**src/hdl/cq_sched_pkg.sv**
```systemverilog
// CQ scheduling package
// Shared counts, widths, select limits, register addresses and types for the
// consumer-queue write path
package cq_sched_pkg;

  // ------------------------------------------------------------
  // sizes and limits
  // ------------------------------------------------------------
  localparam int NUM_CQ       = 4;
  localparam int CQ_ID_W      = 2;
  localparam int LINE_ENTRIES = 4;

  // largest token depth select that each family supports
  localparam int LDB_MAX_SEL = 8;
  localparam int DIR_MAX_SEL = 10;

  // ------------------------------------------------------------
  // register map
  // ------------------------------------------------------------
  localparam int ADDR_LDB_PAD  = 0;
  localparam int ADDR_DIR_PAD  = 1;
  localparam int ADDR_LDB_SEL0 = 2;
  localparam int ADDR_DIR_SEL0 = 6;

  // ------------------------------------------------------------
  // types
  // ------------------------------------------------------------
  typedef logic [CQ_ID_W-1:0] cq_id_t;
  typedef logic [1:0]         wptr_t;
  typedef logic [3:0]         depth_sel_t;
  typedef logic [10:0]        ldb_depth_t;
  typedef logic [12:0]        dir_depth_t;
  typedef logic [3:0]         tok_cnt_t;
  typedef logic [3:0]         cfg_addr_t;
  typedef logic [7:0]         cfg_data_t;

endpackage

```
**src/hdl/cq_cfg_regs.sv**
```systemverilog
// CQ configuration registers
// Holds the per-family pad enables and the per-CQ token depth selects,
// written by strobe and read back combinationally
`timescale 1ns/10ps

module cq_cfg_regs (
  input  logic                    clk,
  input  logic                    reset,
  input  logic                    cfg_we,
  input  cq_sched_pkg::cfg_addr_t cfg_addr,
  input  cq_sched_pkg::cfg_data_t cfg_wdata,
  output cq_sched_pkg::cfg_data_t cfg_rdata,
  output logic                    cfg_pad_write_ldb,
  output logic                    cfg_pad_first_write_ldb,
  output logic                    cfg_pad_write_dir,
  output logic                    cfg_pad_first_write_dir,
  output cq_sched_pkg::depth_sel_t ldb_depth_sel [cq_sched_pkg::NUM_CQ],
  output cq_sched_pkg::depth_sel_t dir_depth_sel [cq_sched_pkg::NUM_CQ]
);

  import cq_sched_pkg::*;

  // ------------------------------------------------------------
  // register writes
  // ------------------------------------------------------------
  always_ff @(posedge clk) begin
    if (reset) begin
      cfg_pad_write_ldb       <= 1'b0;
      cfg_pad_first_write_ldb <= 1'b0;
      cfg_pad_write_dir       <= 1'b0;
      cfg_pad_first_write_dir <= 1'b0;
      for (int i = 0; i < NUM_CQ; i++) begin
        ldb_depth_sel[i] <= '0;
        dir_depth_sel[i] <= '0;
      end
    end else if (cfg_we) begin
      // pad bits share one layout, bit 0 pad-write and bit 1 pad-first-write
      if (cfg_addr == cfg_addr_t'(ADDR_LDB_PAD)) begin
        cfg_pad_write_ldb       <= cfg_wdata[0];
        cfg_pad_first_write_ldb <= cfg_wdata[1];
      end
      if (cfg_addr == cfg_addr_t'(ADDR_DIR_PAD)) begin
        cfg_pad_write_dir       <= cfg_wdata[0];
        cfg_pad_first_write_dir <= cfg_wdata[1];
      end
      // out-of-range selects are stored as written and rejected by the pad logic
      for (int i = 0; i < NUM_CQ; i++) begin
        if (cfg_addr == cfg_addr_t'(ADDR_LDB_SEL0 + i)) begin
          ldb_depth_sel[i] <= cfg_wdata[3:0];
        end
        if (cfg_addr == cfg_addr_t'(ADDR_DIR_SEL0 + i)) begin
          dir_depth_sel[i] <= cfg_wdata[3:0];
        end
      end
    end
  end

  // ------------------------------------------------------------
  // read mux, unmapped addresses return zero
  // ------------------------------------------------------------
  always_comb begin
    cfg_rdata = '0;
    if (cfg_addr == cfg_addr_t'(ADDR_LDB_PAD)) begin
      cfg_rdata = {6'b0, cfg_pad_first_write_ldb, cfg_pad_write_ldb};
    end
    if (cfg_addr == cfg_addr_t'(ADDR_DIR_PAD)) begin
      cfg_rdata = {6'b0, cfg_pad_first_write_dir, cfg_pad_write_dir};
    end
    for (int i = 0; i < NUM_CQ; i++) begin
      if (cfg_addr == cfg_addr_t'(ADDR_LDB_SEL0 + i)) begin
        cfg_rdata = cfg_data_t'(ldb_depth_sel[i]);
      end
      if (cfg_addr == cfg_addr_t'(ADDR_DIR_SEL0 + i)) begin
        cfg_rdata = cfg_data_t'(dir_depth_sel[i]);
      end
    end
  end

  // a write with an undefined address could land in any register
  a_cfg_addr_known : assert property (
    @(posedge clk) disable iff (reset) cfg_we |-> !$isunknown(cfg_addr)
  ) else $error("cfg write with unknown address");

endmodule

```
**src/hdl/cq_occupancy.sv**
```systemverilog
// CQ occupancy tracker
// Keeps the depth and the write pointer within the four-entry line for each CQ
// of one family, the depth width set by a type parameter
`timescale 1ns/10ps

module cq_occupancy #(
  parameter type depth_t = cq_sched_pkg::ldb_depth_t
) (
  input  logic                   clk,
  input  logic                   reset,
  input  logic                   sched_req,
  input  cq_sched_pkg::cq_id_t   sched_cq,
  input  logic                   tok_valid,
  input  cq_sched_pkg::cq_id_t   tok_cq,
  input  cq_sched_pkg::tok_cnt_t tok_cnt,
  output depth_t                 cur_depth,
  output cq_sched_pkg::wptr_t    cur_wptr
);

  import cq_sched_pkg::*;

  depth_t depth_q [NUM_CQ];
  wptr_t  wptr_q  [NUM_CQ];

  // per-CQ increment and decrement for this cycle
  logic   inc     [NUM_CQ];
  depth_t dec     [NUM_CQ];

  // ------------------------------------------------------------
  // decode the strobes per CQ
  // ------------------------------------------------------------
  always_comb begin
    for (int i = 0; i < NUM_CQ; i++) begin
      inc[i] = sched_req && (sched_cq == cq_id_t'(i));
      dec[i] = '0;
      if (tok_valid && (tok_cq == cq_id_t'(i))) begin
        dec[i] = depth_t'(tok_cnt);
      end
    end
  end

  // ------------------------------------------------------------
  // depth and write pointer state
  // ------------------------------------------------------------
  always_ff @(posedge clk) begin
    if (reset) begin
      for (int i = 0; i < NUM_CQ; i++) begin
        depth_q[i] <= '0;
        wptr_q[i]  <= '0;
      end
    end else begin
      for (int i = 0; i < NUM_CQ; i++) begin
        // a schedule and a token return to the same CQ both land in this edge
        depth_q[i] <= depth_q[i] + depth_t'(inc[i]) - dec[i];
        if (inc[i]) begin
          // wraps at the end of the line
          wptr_q[i] <= wptr_q[i] + 2'd1;
        end
      end
    end
  end

  // the scheduled CQ's state as it stands before this write
  assign cur_depth = depth_q[sched_cq];
  assign cur_wptr  = wptr_q[sched_cq];

  // tokens come back only for entries that were written, counting a write
  // to the same CQ in this cycle
  a_tok_underflow : assert property (
    @(posedge clk) disable iff (reset)
    tok_valid |-> int'(tok_cnt) <=
      int'(depth_q[tok_cq]) + int'(sched_req && (sched_cq == tok_cq))
  ) else $error("token return exceeds depth of cq %0d", tok_cq);

endmodule

```
**src/hdl/wb_pad_flag.sv**
```systemverilog
// Write buffer pad flag
// Decides whether the write to the scheduled CQ may pad out the rest of the
// cache line, from the depth, write pointer and token depth select
`timescale 1ns/10ps

module wb_pad_flag (
  input  logic                     is_ldb,
  input  logic                     cfg_pad_write_ldb,
  input  logic                     cfg_pad_first_write_ldb,
  input  logic                     cfg_pad_write_dir,
  input  logic                     cfg_pad_first_write_dir,
  input  cq_sched_pkg::wptr_t      ldb_cq_wptr,
  input  cq_sched_pkg::wptr_t      dir_cq_wptr,
  input  cq_sched_pkg::depth_sel_t ldb_depth_sel,
  input  cq_sched_pkg::depth_sel_t dir_depth_sel,
  input  cq_sched_pkg::ldb_depth_t ldb_cq_depth,
  input  cq_sched_pkg::dir_depth_t dir_cq_depth,
  output logic                     pad_ok
);

  import cq_sched_pkg::*;

  logic ldb_pad_ok;
  logic dir_pad_ok;

  // ------------------------------------------------------------
  // pad rule for one family
  // ------------------------------------------------------------
  // capacity is four entries shifted left by the select, and the padded line
  // must still fit, so the threshold grows by the entries already in the line
  function automatic logic pad_rule(
    input int unsigned depth,
    input depth_sel_t  sel,
    input wptr_t       wptr,
    input logic        first_write_only,
    input int unsigned max_sel
  );
    int unsigned cap;
    int unsigned limit;
    cap   = LINE_ENTRIES << sel;
    limit = cap - LINE_ENTRIES + wptr;
    if (sel > max_sel) begin
      return 1'b0;
    end
    if (wptr == '0) begin
      return depth <= limit;
    end
    // mid-line writes pad only when padding is not restricted to the first write
    return (depth <= limit) && !first_write_only;
  endfunction

  always_comb begin
    ldb_pad_ok = pad_rule(int'(ldb_cq_depth), ldb_depth_sel, ldb_cq_wptr,
                          cfg_pad_first_write_ldb, LDB_MAX_SEL);
    dir_pad_ok = pad_rule(int'(dir_cq_depth), dir_depth_sel, dir_cq_wptr,
                          cfg_pad_first_write_dir, DIR_MAX_SEL);
  end

  // either enable bit turns padding on for its family
  assign pad_ok = is_ldb ?
                  ((cfg_pad_write_ldb | cfg_pad_first_write_ldb) & ldb_pad_ok) :
                  ((cfg_pad_write_dir | cfg_pad_first_write_dir) & dir_pad_ok);

endmodule

```
**src/hdl/cq_sched_out.sv**
```systemverilog
// Schedule output stage
// Registers each scheduled write together with its pad decision, one cycle
// after the schedule strobe
`timescale 1ns/10ps

module cq_sched_out (
  input  logic                 clk,
  input  logic                 reset,
  input  logic                 sched_req,
  input  logic                 sched_is_ldb,
  input  cq_sched_pkg::cq_id_t sched_cq,
  input  logic                 pad_ok,
  output logic                 out_valid,
  output logic                 out_is_ldb,
  output cq_sched_pkg::cq_id_t out_cq,
  output logic                 out_pad
);

  import cq_sched_pkg::*;

  // ------------------------------------------------------------
  // control bits
  // ------------------------------------------------------------
  always_ff @(posedge clk) begin
    if (reset) begin
      out_valid <= 1'b0;
      out_pad   <= 1'b0;
    end else begin
      out_valid <= sched_req;
      // the pad flag only means something alongside a valid write
      out_pad   <= sched_req & pad_ok;
    end
  end

  // ------------------------------------------------------------
  // write identity captured with each schedule
  // ------------------------------------------------------------
  always_ff @(posedge clk) begin
    if (sched_req) begin
      out_is_ldb <= sched_is_ldb;
      out_cq     <= cq_id_t'(sched_cq);
    end
  end

  // the flag must never appear on a cycle without a write
  a_pad_needs_valid : assert property (
    @(posedge clk) disable iff (reset) $rose(out_pad) |-> out_valid
  ) else $error("out_pad rose without out_valid");

endmodule

```
**src/hdl/cq_sched_top.sv**
```systemverilog
// CQ scheduling write path
// Connects the config registers, the two occupancy trackers, the pad flag and
// the output stage
`timescale 1ns/10ps

module cq_sched_top (
  input  logic                     clk,
  input  logic                     reset,
  input  logic                     cfg_we,
  input  cq_sched_pkg::cfg_addr_t  cfg_addr,
  input  cq_sched_pkg::cfg_data_t  cfg_wdata,
  input  logic                     sched_req,
  input  logic                     sched_is_ldb,
  input  cq_sched_pkg::cq_id_t     sched_cq,
  input  logic                     tok_valid,
  input  logic                     tok_is_ldb,
  input  cq_sched_pkg::cq_id_t     tok_cq,
  input  cq_sched_pkg::tok_cnt_t   tok_cnt,
  output cq_sched_pkg::cfg_data_t  cfg_rdata,
  output logic                     out_valid,
  output logic                     out_is_ldb,
  output cq_sched_pkg::cq_id_t     out_cq,
  output logic                     out_pad
);

  import cq_sched_pkg::*;

  logic       cfg_pad_write_ldb;
  logic       cfg_pad_first_write_ldb;
  logic       cfg_pad_write_dir;
  logic       cfg_pad_first_write_dir;
  depth_sel_t ldb_depth_sel [NUM_CQ];
  depth_sel_t dir_depth_sel [NUM_CQ];
  ldb_depth_t ldb_cq_depth;
  dir_depth_t dir_cq_depth;
  wptr_t      ldb_cq_wptr;
  wptr_t      dir_cq_wptr;
  logic       pad_ok;

  cq_cfg_regs u_cfg (
    .clk, .reset, .cfg_we, .cfg_addr, .cfg_wdata, .cfg_rdata,
    .cfg_pad_write_ldb, .cfg_pad_first_write_ldb,
    .cfg_pad_write_dir, .cfg_pad_first_write_dir,
    .ldb_depth_sel, .dir_depth_sel
  );

  // ------------------------------------------------------------
  // one tracker per family, strobes qualified by family
  // ------------------------------------------------------------
  cq_occupancy #(.depth_t(ldb_depth_t)) u_ldb_occ (
    .clk, .reset,
    .sched_req (sched_req & sched_is_ldb),
    .sched_cq,
    .tok_valid (tok_valid & tok_is_ldb),
    .tok_cq, .tok_cnt,
    .cur_depth (ldb_cq_depth),
    .cur_wptr  (ldb_cq_wptr)
  );

  cq_occupancy #(.depth_t(dir_depth_t)) u_dir_occ (
    .clk, .reset,
    .sched_req (sched_req & ~sched_is_ldb),
    .sched_cq,
    .tok_valid (tok_valid & ~tok_is_ldb),
    .tok_cq, .tok_cnt,
    .cur_depth (dir_cq_depth),
    .cur_wptr  (dir_cq_wptr)
  );

  // the select of the scheduled CQ in each family
  wb_pad_flag u_pad (
    .is_ldb (sched_is_ldb),
    .cfg_pad_write_ldb, .cfg_pad_first_write_ldb,
    .cfg_pad_write_dir, .cfg_pad_first_write_dir,
    .ldb_cq_wptr, .dir_cq_wptr,
    .ldb_depth_sel (ldb_depth_sel[sched_cq]),
    .dir_depth_sel (dir_depth_sel[sched_cq]),
    .ldb_cq_depth, .dir_cq_depth,
    .pad_ok
  );

  cq_sched_out u_out (
    .clk, .reset, .sched_req, .sched_is_ldb, .sched_cq, .pad_ok,
    .out_valid, .out_is_ldb, .out_cq, .out_pad
  );

endmodule

```
**config.mk**
```make
export PLATFORM = sky130hd
export DESIGN_NAME = cq_sched_top
export DESIGN_NICKNAME = d
export VERILOG_FILES = /design/src/hdl/cq_sched_pkg.sv /design/src/hdl/cq_cfg_regs.sv /design/src/hdl/cq_occupancy.sv /design/src/hdl/wb_pad_flag.sv /design/src/hdl/cq_sched_out.sv /design/src/hdl/cq_sched_top.sv
export SDC_FILE = /design/constraint.sdc
export NUM_CORES = 1
export LEC_CHECK = 0
export CAP_MARGIN = 25
export CORE_AREA = 8 8 161 163
export DETAILED_ROUTE_END_ITERATION = 16
export DIE_AREA = 0 0 169 171
export DONT_BUFFER_PORTS = 1
export MAX_ROUTING_LAYER = met4
export PLACE_DENSITY = 0.68
export SLEW_MARGIN = 20
export SYNTH_ARGS = -nofsm -noshare
export SYNTH_HDL_FRONTEND = slang
export SYNTH_SLANG_ARGS = --single-unit
```
**constraint.sdc**
```tcl
create_clock -name clk -period 10.8 [get_ports clk]
set_input_delay 1.08 -clock clk [delete_from_list [all_inputs] [get_ports clk]]
set_output_delay 1.08 -clock clk [all_outputs]
set_load 0.03 [all_outputs]
```
==> results.ini, run 1 <==
[global_route]
maximum_number_of_pins_on_one_net_before_global_route_repair=162
grt_first_pass_wirelength_um=43370
global_route_track_usage_on_met3_pct=3.480
grtUsageMet1_pct=24.08
grt_pass1_vias=8919
antenna_violations_before_repair=0
globalRoute.totalOverflow=0
busiest_layer=met2
globalRouteMet2Util_pct=29.77
grtUsageTotal_pct=18.83

[die]
dieWidth_um=169
die-height_um=171
floorplan.io_pins=40
start_util_pct=49.37
die_footprint_sq_mm=0.02890
placementRows=56
placeableCoreArea_sq_mm=0.02326

[power]
static_leakage_nw=5.142
max-vdd-ir-drop_mv=0.1336
power_density_mw_per_mm2=276.3
finalPower_mw=3.397

[run]
maxCapViolCount=0

[sta]
worst_hold_slack_ns=0.4770
final.min_clock_period_ns=4.052
fmaxAchievable_mhz=246.8
tightest_slew_ns=0.7299
postLayoutSetupSlackWorst_ns=6.748
final_hold_viol_count=0
maxSlewHeadroom_pct=51.49
totalNegativeSetupSlack_ns=0
ratio_of_final_minimum_period_to_clock_period_pct=37.52
rsz_0062_raised_after_global_routing=no
timing_max_transition_violations_final=0
clock_skew_ns=0.008440
setup_viol=0

[cells_and_area]
finish.net_count=1442
antennaDiodeCount=0
fill_cells=2139
post-route-cell-area_sq_mm=0.01230
share_of_post_route_cells_with_drive_strength_above_1_pct=6.750
syn2layout_area_growth_pct=7.071

[synth]
synth.avg_cell_area_sq_um=8.882
synth.cell_area_sq_mm=0.01148
synthDominantCellAreaShare_pct=23.36
synthMostInstantiatedCell=sky130_fd_sc_hd__ha_1
synth_flop_cell=sky130_fd_sc_hd__dfxtp_1
postSynthRegisterBits=153
async_set_reset_flop_share_out_of_synthesis_pct=0
synth_cell_type_count=69
ys_top_cells_by_area=sky130_fd_sc_hd__dfxtp_1 23%, sky130_fd_sc_hd__ha_1 16%, sky130_fd_sc_hd__mux4_2 7.5%
synth_largest_area_cell=sky130_fd_sc_hd__dfxtp_1
syn-instance-count=1293
synth_sequential_area_ratio_pct=28.33
netlist_top_cells_count=146 x sky130_fd_sc_hd__ha_1, 138 x sky130_fd_sc_hd__nor2_1, 134 x sky130_fd_sc_hd__dfxtp_1
ys_warn_count=0
synth_enable_flop_cells=19

[clock_network]
cts_tree=yes
cts-resized-gates=0
clock_sinks=153
clk_root_buffer_cell=sky130_fd_sc_hd__clkbuf_16
cts_max_level=4
cts_setup_buffers=0
cts.clk_slew.worst_paths_ns=0.07
clockBufferDepth=2
post_cts_hold_buffer_count=0
clock_latency_on_the_worst_skew_pair_ns=0.43
clock_buffers_created_by_tritoncts=17

[setup_path]
cp_data_required_time_ns=11.12
critical_path.cell_chain=mux4_1 -> or2_4 -> or2_4 -> ha_1 -> nor3_1 -> a21o_1 -> a32oi_1 -> ha_1 -> and4_1 -> nand3_1 -> a311oi_1 -> o221ai_2 -> a32o_1
critical_path.n_buffers_inverters=0
path_max_fanout=42
critical-path-slowest-cell=sky130_fd_sc_hd__mux4_1
cpPeakStageDelay_ns=0.70
worst_setup_path_end_kind=register
crit_path_start_kind=input port
critPathTopFamily=simple AND/OR/NAND/NOR gates
arrival_time_reported_for_the_critical_path_endpoint_ns=4.37
timing.setup.critical_path_class=input port to register

[placed_design]
dp_worst_setup_slack_ns=6.281
post_dp_cell_area_sq_mm=0.01166
numPortBuffers=0
hpwl_um=19170
globalplace.congestion=0.8612

[status]
outcome=completed

[min_path]
hold_class=register to register

[detailed_routing]
detail_route.drc_violations=0
totalWireLength_um=25660
firstDrtPassIters=5
wire_per_inst_um=16.10
drt_first_iter_violations=788
dr_total_vias=9093
routed_via_density=5.708
detail-route-antenna-nets=0

## registers in the layout, indices dropped and copies added (netlist names)
name,cells
u_out.out_cq,2
u_ldb_occ.wptr_q,8
u_cfg.cfg_pad_write_ldb,1
u_dir_occ.wptr_q,8
u_dir_occ.depth_q,52
u_cfg.cfg_pad_first_write_ldb,1
u_out.out_valid,1
u_cfg.cfg_pad_first_write_dir,1
u_out.out_is_ldb,1
u_out.out_pad,1
u_cfg.ldb_depth_sel,16
u_ldb_occ.depth_q,44
u_cfg.cfg_pad_write_dir,1
u_cfg.dir_depth_sel,16
## stage by stage
step / utilization (%) / cells
4_1_cts: 52.86 / 1593
5_1_grt: 52.86 / 1593
2_1_floorplan: - / 1296
3_3_place_gp: 50.11 / 1561
6_report: 52.86 / 1593
3_5_place_dp: 50.11 / 1561
## area by class of cell
type                            count  area, sq um  area share [%]
Multi-Input combinational cell    959         7513           61.10
Timing Repair Buffer                1        7.507         0.06105
Clock inverter                     12        161.4           1.313
Inverter                          129        484.2           3.938
Clock buffer                       20        478.0           3.887
Sequential cell                   153         3253           26.46
Tap cell                          319        399.1           3.246
## power breakdown
group          total (mW)  leakage, nW  switching (mW)  internal (mW)
clock network       0.646        0.313           0.254          0.393
logic                1.91         3.53           0.986          0.928
registers           0.837         1.30           0.118          0.719
total                3.40         5.14            1.36           2.04
## path summary, 6_finish.rpt
kind                        endpoint               startpoint  slack, ns  cells past startpoint
min reg2reg  u_cfg.ldb_depth_sel[15]  u_cfg.ldb_depth_sel[15]       0.48                      2
min          u_cfg.ldb_depth_sel[15]  u_cfg.ldb_depth_sel[15]       0.48                      2
max                    u_out.out_pad              sched_cq[0]       6.75                     13
max reg2reg            u_out.out_pad  u_cfg.dir_depth_sel[11]       7.13                     13
## cells in the final DEF (no fill, tap or decap), types with 26 or more instances in the layout
master,netlist,routed
sky130_fd_sc_hd__ha_1,146,146
sky130_fd_sc_hd__nor2_1,138,138
sky130_fd_sc_hd__dfxtp_1,134,134
sky130_fd_sc_hd__inv_1,128,128
sky130_fd_sc_hd__nand2_1,66,66
sky130_fd_sc_hd__nor3_1,59,59
sky130_fd_sc_hd__o21ai_0,54,54
sky130_fd_sc_hd__a21oi_1,52,52
sky130_fd_sc_hd__xnor2_1,42,42
sky130_fd_sc_hd__mux4_2,38,38
sky130_fd_sc_hd__o21a_1,38,38
sky130_fd_sc_hd__nor2b_1,37,37
sky130_fd_sc_hd__mux2i_1,29,29
sky130_fd_sc_hd__a21o_1,27,27
sky130_fd_sc_hd__a211oi_1,26,26
## layer usage
| metal | wire, um | part of all wire [%] |
|---|---|---|
| met1 | 12190 | 48 |
| met2 | 11520 | 45 |
| met3 | 1502 | 5.9 |
| met4 | 438 | 1.7 |
| met5 | 0 | 0 |
## logic make-up after synthesis
group,share of synthesized area (%)
xor gates and xnor gates,4.576
DFF,28.33
other,0.03265
AOI/OAI and AO/OA,16.44
buffers and inverters,6.351
and+or+nand+nor,16.67
muxes,10.31
adders and majority gates,17.30
## worst register-to-register path, stage by stage, from the launching register on
cell and delay, ns:
sky130_fd_sc_hd__dfxtp_1 0.32, sky130_fd_sc_hd__mux4_1 0.67, sky130_fd_sc_hd__or2_4 0.33, sky130_fd_sc_hd__or2_4 0.26, sky130_fd_sc_hd__ha_1 0.28, sky130_fd_sc_hd__nor3_1 0.22
sky130_fd_sc_hd__a21o_1 0.10, sky130_fd_sc_hd__a32oi_1 0.10, sky130_fd_sc_hd__ha_1 0.29, sky130_fd_sc_hd__and4_1 0.20, sky130_fd_sc_hd__nand3_1 0.11, sky130_fd_sc_hd__a311oi_1 0.29
sky130_fd_sc_hd__o221ai_2 0.18, sky130_fd_sc_hd__a32o_1 0.23
Note: power is estimated with default switching activity, not from simulation.
==> run 2: changes to the inputs <==
Settings changed: PLACE_DENSITY 0.68 to 0.71.
Clock period 10.8 ns to 3.61 ns, I/O delays scaled along.
==> run 2 against run 1 <==
Effect of this change: final cell count increased by 0.50%; clock skew increased by 0.0011 ns; worst hold slack got worse by 0.45 ns; clock-buffer cell count decreased by 1.
==> results.ini, run 2 (synthesis gave the netlist of run 1 again) <==
[clock_network]
clockBufferDepth=2  ; unchanged
clock_sinks=153  ; unchanged
cts.clk_slew.worst_paths_ns=0.06  ; about the same
cts_max_level=4  ; unchanged
cts_tree=yes
clock_buffers_created_by_tritoncts=17  ; unchanged
clk_root_buffer_cell=sky130_fd_sc_hd__clkbuf_16
cts_setup_buffers=0  ; unchanged
clock_latency_on_the_worst_skew_pair_ns=0.43  ; about the same

[cells_and_area]
final_cell_mix=145 x sky130_fd_sc_hd__ha_1, 138 x sky130_fd_sc_hd__nor2_1, 134 x sky130_fd_sc_hd__dfxtp_1
finish.net_count=1450  ; +0.55%
fill_cells=2114  ; -1.2%
multi_input_area_sq_mm=0.007522  ; +0.12%
final_core_utilization_pct=53.15  ; +0.29 points
flip_flop_count_of_the_largest_register_all_copies_and_words_added=52  ; unchanged
antennaDiodeCount=0  ; unchanged
commonest_non_fill_non_tap_cell_in_the_layout=sky130_fd_sc_hd__ha_1
share_of_post_route_cells_with_drive_strength_above_1_pct=7.176  ; +0.43 points
syn2layout_area_growth_pct=7.659
register_area_sq_mm=0.003253  ; unchanged
layout_top_registers=u_dir_occ.depth_q (52), u_ldb_occ.depth_q (44)
top_register=u_dir_occ.depth_q

[setup_path]
critical_path.cell_chain=mux4_1 -> or2_4 -> or2_4 -> ha_1 -> nor3_1 -> a21o_1 -> a32oi_1 -> ha_1 -> and4_1 -> nand3_1 -> a311oi_2 -> o221ai_2 -> a32o_1
critical_path.n_buffers_inverters=0  ; unchanged
critPathTopFamily=simple AND/OR/NAND/NOR gates
worst_setup_path_end_kind=register
path_max_fanout=7  ; -83%
crit_path_start_kind=register
critical-path-slowest-cell=sky130_fd_sc_hd__mux4_1
cp_data_required_time_ns=3.93  ; -7.19 ns
cpPeakStageDelay_ns=0.52  ; -0.18 ns
arrival_time_reported_for_the_critical_path_endpoint_ns=3.72  ; -0.65 ns
timing.setup.critical_path_class=register to register

[sta]
ratio_of_final_minimum_period_to_clock_period_pct=94.36
rsz_0062_raised_after_global_routing=no
setup_viol=0  ; unchanged
final.min_clock_period_ns=3.406
clock_skew_ns=0.009552  ; +0.001112 ns
maxSlewHeadroom_pct=49.29  ; -2.2 points
final_hold_viol_count=0  ; unchanged
totalNegativeSetupSlack_ns=0  ; unchanged
fmaxAchievable_mhz=293.6
timing_max_transition_violations_final=0  ; unchanged
tightest_slew_ns=0.7630  ; +0.03310 ns

[power]
switching_power_mw=4.046  ; +200%
max-vdd-ir-drop_mv=0.3455  ; +160%
clock_share_of_power_pct=19.3  ; +0.3 points
power_density_mw_per_mm2=825.4  ; +200%
p_int_mw=6.160  ; +200%
finalPower_mw=10.21  ; +200%
p_comb_share_pct=56.1  ; -0.2 points
static_leakage_nw=5.177  ; +0.67%
switching_share_pct=39.64  ; -0.32 points
seq_power_share_pct=24.6  ; about the same

[status]
outcome=completed

[global_route]
grt_first_pass_wirelength_um=43340  ; about the same
grtUsageTotal_pct=18.91  ; +0.075 points
globalRoute.totalOverflow=0  ; unchanged
maximum_number_of_pins_on_one_net_before_global_route_repair=162  ; unchanged
antenna_violations_before_repair=0  ; unchanged
grt_pass1_vias=8787  ; -1.5%

[min_path]
hold_class=input port to register

[die]
placementRows=56  ; unchanged
die-height_um=171  ; unchanged
placeableCoreArea_sq_mm=0.02326  ; unchanged
dieWidth_um=169  ; unchanged
die_footprint_sq_mm=0.02890  ; unchanged
start_util_pct=49.37  ; unchanged
floorplan.io_pins=40  ; unchanged

[detailed_routing]
wire_per_inst_um=16.21  ; +0.64%
dr_total_vias=9131  ; +0.42%
firstDrtPassIters=5  ; unchanged
detail-route-antenna-nets=0  ; unchanged
routed_via_density=5.703  ; about the same
detail_route.drc_violations=0  ; unchanged
totalWireLength_um=25950  ; +1.1%
drt_first_iter_violations=800  ; +1.5%

[placed_design]
numPortBuffers=0  ; unchanged
hpwl_um=19170  ; about the same
globalplace.congestion=0.8666  ; +0.63%

[run]
maxCapViolCount=0  ; unchanged

## run 2: cell types whose count changed in the layout (fill, tap and decap cells not counted), moves of 2 or more
| cell | change |
|---|---|
| sky130_fd_sc_hd__clkbuf_1 | +2 |
| sky130_fd_sc_hd__clkbuf_8 | -2 |
| sky130_fd_sc_hd__clkinv_4 | -3 |
| sky130_fd_sc_hd__inv_6 | -2 |
| sky130_fd_sc_hd__clkinv_2 | +3 |
| sky130_fd_sc_hd__buf_4 | +6 |
| sky130_fd_sc_hd__dlygate4sd3_1 | +2 |
| sky130_fd_sc_hd__bufinv_16 | +2 |
## run 2: metal layers
metal / GRT usage [%] / vias to the layer above / share of wire (%)
met5: - / - / 0
met4: 6.349 / 0 / 1.8
met3: 4.033 / 39 / 6.3
met2: 29.32 / 205 / 45
met1: 24.25 / 4332 / 47
li1: - / 4555 / -
## run 2: worst reg2reg max path, delay by kind of cell (launching register included)
family	cells	cell delay, ns
and+or+nand+nor	5	1.07
AOI/OAI and AO/OA	5	0.81
adders and majority gates	2	0.56
muxes	1	0.53
DFF	1	0.32
## run 2: per-stage QoR
| stage | hold slack [ns] | setup slack [ns] | instance area, sq um | cells |
|---|---|---|---|---|
| floorplan | 0.4432 | 0.01531 | 11500 | 1296 |
| global placement | 0.4470 | 0.1296 | 11710 | 1567 |
| detailed placement | 0.4521 | 0.1040 | 11710 | 1567 |
| CTS | 0.001826 | 0.1684 | 12350 | 1600 |
| global route | 0.0008324 | 0.006065 | 12360 | 1601 |
| finish | 0.02437 | 0.2036 | 12360 | 1601 |
## run 2: what timing repair did
| action | 4_1_cts | 5_1_grt |
|---|---|---|
| gates resized for setup | 0 | 1 |
| hold buffers | 1 | 1 |
| hold endpoints to repair | 1 | 2 |
| endpoints found under the setup margin | 0 | 1 |
## run 2: cell type report
class	count	share of cell area, %
inverter	129	3.916
timing repair buffer	9	0.5869
clock buffer	19	3.501
multi-input combinational	959	60.84
clock inverter	13	1.619
tap	319	3.228
sequential	153	26.31
## run 2: power by group through the flow
stage | combinational [mW] | sequential [mW] | clock, mW
floorplan | 4.84 | 2.39 | 0
global placement | 5.53 | 2.53 | 0
detailed placement | 5.66 | 2.54 | 0
CTS | 5.72 | 2.50 | 1.98
global route | 6.50 | 2.56 | 2.06
finish | 5.73 | 2.51 | 1.97
## run 2: worst paths after layout
check | slack (ns) | endpoint | depth (start not counted) | startpoint
hold reg to reg | 0.47 | u_cfg.ldb_depth_sel[12] | 2 | u_cfg.ldb_depth_sel[12]
setup / recovery | 0.20 | u_out.out_pad | 13 | u_cfg.dir_depth_sel[11]
setup reg to reg | 0.20 | u_out.out_pad | 13 | u_cfg.dir_depth_sel[11]
hold / removal | 0.02 | u_cfg.cfg_pad_write_dir | 1 | reset
==> run 3: changes to the inputs <==
--- a/config.mk
+++ b/config.mk
@@ -8,5 +8,5 @@
 export CAP_MARGIN = 25
-export CORE_AREA = 8 8 161 163
+export CORE_AREA = 8 8 162 164
 export DETAILED_ROUTE_END_ITERATION = 16
-export DIE_AREA = 0 0 169 171
+export DIE_AREA = 0 0 170 172
 export DONT_BUFFER_PORTS = 1
@@ -14,2 +14,3 @@
 export PLACE_DENSITY = 0.71
+export SKIP_LAST_GASP = 1
 export SLEW_MARGIN = 20
@@ -17,2 +18,3 @@
 export SYNTH_HDL_FRONTEND = slang
+export SYNTH_HIERARCHICAL = 1
 export SYNTH_SLANG_ARGS = --single-unit
==> constraint.sdc (replaced) <==
create_clock -name clk -period 3.61 [get_ports clk]
set_input_delay 0.5415 -clock clk [delete_from_list [all_inputs] [get_ports clk]]
set_output_delay 0.5415 -clock clk [all_outputs]
set_load 0.03 [all_outputs]
==> run 3 against run 2 <==
Effect of this change: power fell by 3.5%; synthesized area rose by 1.7%; die area rose by 1.2%; final cell count rose by 2.1%; sequential cell count did not move; via count rose by 3.2%; synthesized cell count rose by 2.4%; highest routed layer unchanged.
==> results.ini, run 3 <==
[synth]
synth_flop_cell=sky130_fd_sc_hd__dfxtp_1
ys_top_cells_by_area=sky130_fd_sc_hd__dfxtp_1 23%, sky130_fd_sc_hd__ha_1 16%, sky130_fd_sc_hd__mux4_2 6.9%
synthMostInstantiatedCell=sky130_fd_sc_hd__ha_1
syn-instance-count=1324  ; +2.4%
netlist_top_cells_count=146 x sky130_fd_sc_hd__ha_1, 136 x sky130_fd_sc_hd__nor2_1, 134 x sky130_fd_sc_hd__dfxtp_1
postSynthRegisterBits=153  ; unchanged
synth.avg_cell_area_sq_um=8.819  ; -0.71%
synth_sequential_area_ratio_pct=27.86  ; -0.46 points
synth_enable_flop_cells=19  ; unchanged
async_set_reset_flop_share_out_of_synthesis_pct=0  ; unchanged
synth.cell_area_sq_mm=0.01168  ; +1.7%
synthDominantCellAreaShare_pct=22.97  ; -0.38 points
synth_cell_type_count=74  ; +7.2%
synth_largest_area_cell=sky130_fd_sc_hd__dfxtp_1
ys_warn_count=6  ; +6

[cells_and_area]
finish.net_count=1479  ; +2.0%
top_register=u_dir_occ/depth_q
final_cell_mix=145 x sky130_fd_sc_hd__ha_1, 136 x sky130_fd_sc_hd__nor2_1, 134 x sky130_fd_sc_hd__dfxtp_1
syn2layout_area_growth_pct=6.601
post-route-cell-area_sq_mm=0.01245  ; +0.67%
flip_flop_count_of_the_largest_register_all_copies_and_words_added=52  ; unchanged
share_of_post_route_cells_with_drive_strength_above_1_pct=8.085  ; +0.91 points
antennaDiodeCount=0  ; unchanged
instances_no_fill=1635  ; +2.1%
commonest_non_fill_non_tap_cell_in_the_layout=sky130_fd_sc_hd__ha_1
layout_top_registers=u_dir_occ/depth_q (52), u_ldb_occ/depth_q (44)

[placed_design]
dp_worst_setup_slack_ns=0.05742  ; -0.04655 ns
post_dp_cell_area_sq_mm=0.01190  ; +1.6%
globalplace.congestion=0.8950  ; +3.3%
hpwl_um=19360  ; +1.0%
dpl.cell_count=1603  ; +2.3%
numPortBuffers=0  ; unchanged

[sta]
fmaxAchievable_mhz=297.6  ; +1.4%
tightest_slew_ns=0.8171  ; +0.05405 ns
totalNegativeSetupSlack_ns=0  ; unchanged
timing_max_transition_violations_final=0  ; unchanged
setup_viol=0  ; unchanged
ratio_of_final_minimum_period_to_clock_period_pct=93.07  ; -1.3 points
postLayoutSetupSlackWorst_ns=0.2501  ; +0.04651 ns
maxSlewHeadroom_pct=45.29  ; -4.0 points
final_hold_viol_count=0  ; unchanged
clock_skew_ns=0.01350  ; +0.003947 ns
final.min_clock_period_ns=3.360  ; -0.04651 ns
rsz_0062_raised_after_global_routing=no

[die]
placeableCoreArea_sq_mm=0.02382  ; +2.4%
die-height_um=172  ; +0.58%
floorplan.io_pins=40  ; unchanged
start_util_pct=49.02  ; -0.35 points
dieWidth_um=170  ; +0.59%
die_footprint_sq_mm=0.02924  ; +1.2%
placementRows=57  ; +1.8%

[clock_network]
clock_sinks=153  ; unchanged
clock_latency_on_the_worst_skew_pair_ns=0.42  ; about the same
cts.clk_slew.worst_paths_ns=0.07  ; about the same
cts-resized-gates=0  ; unchanged
cts_max_level=4  ; unchanged
cts_tree=yes
clockBufferDepth=2  ; unchanged
cts_setup_buffers=0  ; unchanged
clk_root_buffer_cell=sky130_fd_sc_hd__clkbuf_16
post_cts_hold_buffer_count=0  ; -1
clock_buffers_created_by_tritoncts=17  ; unchanged

[run]
maxCapViolCount=0  ; unchanged

[global_route]
antenna_violations_before_repair=0  ; unchanged
grtUsageTotal_pct=18.88  ; -0.026 points
grt_pass1_vias=9100  ; +3.6%
globalRoute.totalOverflow=0  ; unchanged
maximum_number_of_pins_on_one_net_before_global_route_repair=176  ; +8.6%
grt_first_pass_wirelength_um=44030  ; +1.6%

[detailed_routing]
wl_met3_um=1622  ; -0.55%
drt_first_iter_violations=690  ; -14%
firstDrtPassIters=5  ; unchanged
dr_total_vias=9422  ; +3.2%
highest_layer=met4
detail_route.drc_violations=0  ; unchanged
dr_wl_met2_um=12040  ; +3.6%
routed_via_density=5.763  ; +1.0%
totalWireLength_um=26420  ; +1.8%
detail-route-antenna-nets=0  ; unchanged
wl_met1_um=12460  ; +2.1%
wire_per_inst_um=16.16  ; -0.31%

[setup_path]
cpPeakStageDelay_ns=0.52  ; about the same
crit_path_start_kind=register
timing.setup.critical_path_class=register to register
critical-path-slowest-cell=sky130_fd_sc_hd__mux4_2
worst_r2r_path_depth=15  ; +2
timing.reg2reg.setup_slack_ns=0.25  ; +0.05 ns
critPathTopFamily=compound AO/OA/AOI/OAI gates
critical_path.n_buffers_inverters=0  ; unchanged
regToRegStartpoint=u_cfg/dir_depth_sel[5]
worst_setup_path_end_kind=register
timing.rr.end=u_out/out_pad
arrival_time_reported_for_the_critical_path_endpoint_ns=3.72  ; about the same
path_max_fanout=9  ; +2
cpMostUsedCell=sky130_fd_sc_hd__nand2_1
cp_data_required_time_ns=3.97  ; +0.04 ns
critical_path.cell_chain=mux4_2 -> nor3_4 -> nand2_1 -> ha_2 -> nor2_1 -> nand2_1 -> a21oi_1 -> a31oi_1 -> ha_1 -> a21oi_1 -> nand2_1 -> a211o_1 -> o31a_1 -> o22ai_2 -> and3b_1

[status]
outcome=completed

[power]
power_density_mw_per_mm2=791.3  ; -4.1%
max-vdd-ir-drop_mv=0.3973  ; +15%
clock_share_of_power_pct=17.3  ; -2.0 points
p_int_mw=5.713  ; -7.3%
seq_power_share_pct=25.6  ; +1.0 points
switching_share_pct=41.99  ; +2.3 points
p_comb_share_pct=57.1  ; +1.0 points
static_leakage_nw=5.284  ; +2.1%
switching_power_mw=4.136  ; +2.2%

[min_path]
hold_class=input port to register
worst_hold_path.endpoint=u_dir_occ/depth_q[0][12]
whs_path_depth=1  ; unchanged
timing.hold.worst.start=reset

==> run 3: how the worst max path moves through the flow <==
stage,startpoint,endpoint,cells past startpoint
global placement,sched_cq[0],u_out/out_pad,15
global route,u_cfg/dir_depth_sel[5],u_out/out_pad,15
detailed placement,sched_cq[0],u_out/out_pad,15
finish,u_cfg/dir_depth_sel[5],u_out/out_pad,15
floorplan,sched_cq[0],u_out/out_pad,17
CTS,u_cfg/dir_depth_sel[5],u_out/out_pad,15
==> run 3: cell families (layout without fill, tap and decap cells) <==
logic type | Yosys count | in the layout | synth area share [%]
other | 1 | 4 | 0.03212
XOR/XNOR | 68 | 68 | 5.101
adder cells (fa/ha/maj) | 154 | 154 | 17.02
AO/OA/AOI/OAI | 265 | 265 | 14.61
multiplexers | 83 | 83 | 11.17
AND/OR/NAND/NOR | 416 | 416 | 17.82
buffers and inverters | 184 | 168 | 6.397
flip-flops | 153 | 153 | 27.86
==> run 3: final cells by class <==
type	instances	area, sq um
fillers	2232	11370
multi-input cells	990	7701
flip-flops and latches	153	3253
inverters	129	484.2
clock buffers	18	429.2
well taps	324	405.4
clock inverters	14	121.4
repair buffers	7	52.55
==> run 3: stage by stage <==
stage          power (mW)  hold WS [ns]  utilization, %
2_1_floorplan       7.079        0.4430               -
3_3_place_gp        7.905        0.4480           49.94
3_5_place_dp        8.047        0.4677           49.94
4_1_cts             9.823        0.1779           52.25
5_1_grt             10.77        0.1840           52.25
6_report            9.849        0.1961           52.25
==> run 3: power groups by stage <==
stage                     logic, mW  registers, mW  clock network [mW]
after floorplan                4.69           2.39                   0
after global placement         5.37           2.53                   0
after detailed placement       5.50           2.55                   0
after CTS                      5.57           2.51                1.74
after global routing           6.39           2.56                1.83
final                          5.63           2.52                1.70
==> run 3: metal layers <==
layer | vias to the layer above | global-route usage, %
met1 | 4458 | 23.63
met3 | 31 | 3.904
met4 | 0 | 4.844
met2 | 269 | 30.83
met5 | - | -
li1 | 4664 | -
==> run 3: worst reg2reg max path: cells and delay by family, from the launching register on <==
| family | cells | cell delay [ns] |
|---|---|---|
| multiplexers | 1 | 0.52 |
| AO/OA/AOI/OAI | 6 | 1.10 |
| flip-flops | 1 | 0.34 |
| adder cells (fa/ha/maj) | 2 | 0.56 |
| AND/OR/NAND/NOR | 6 | 0.78 |
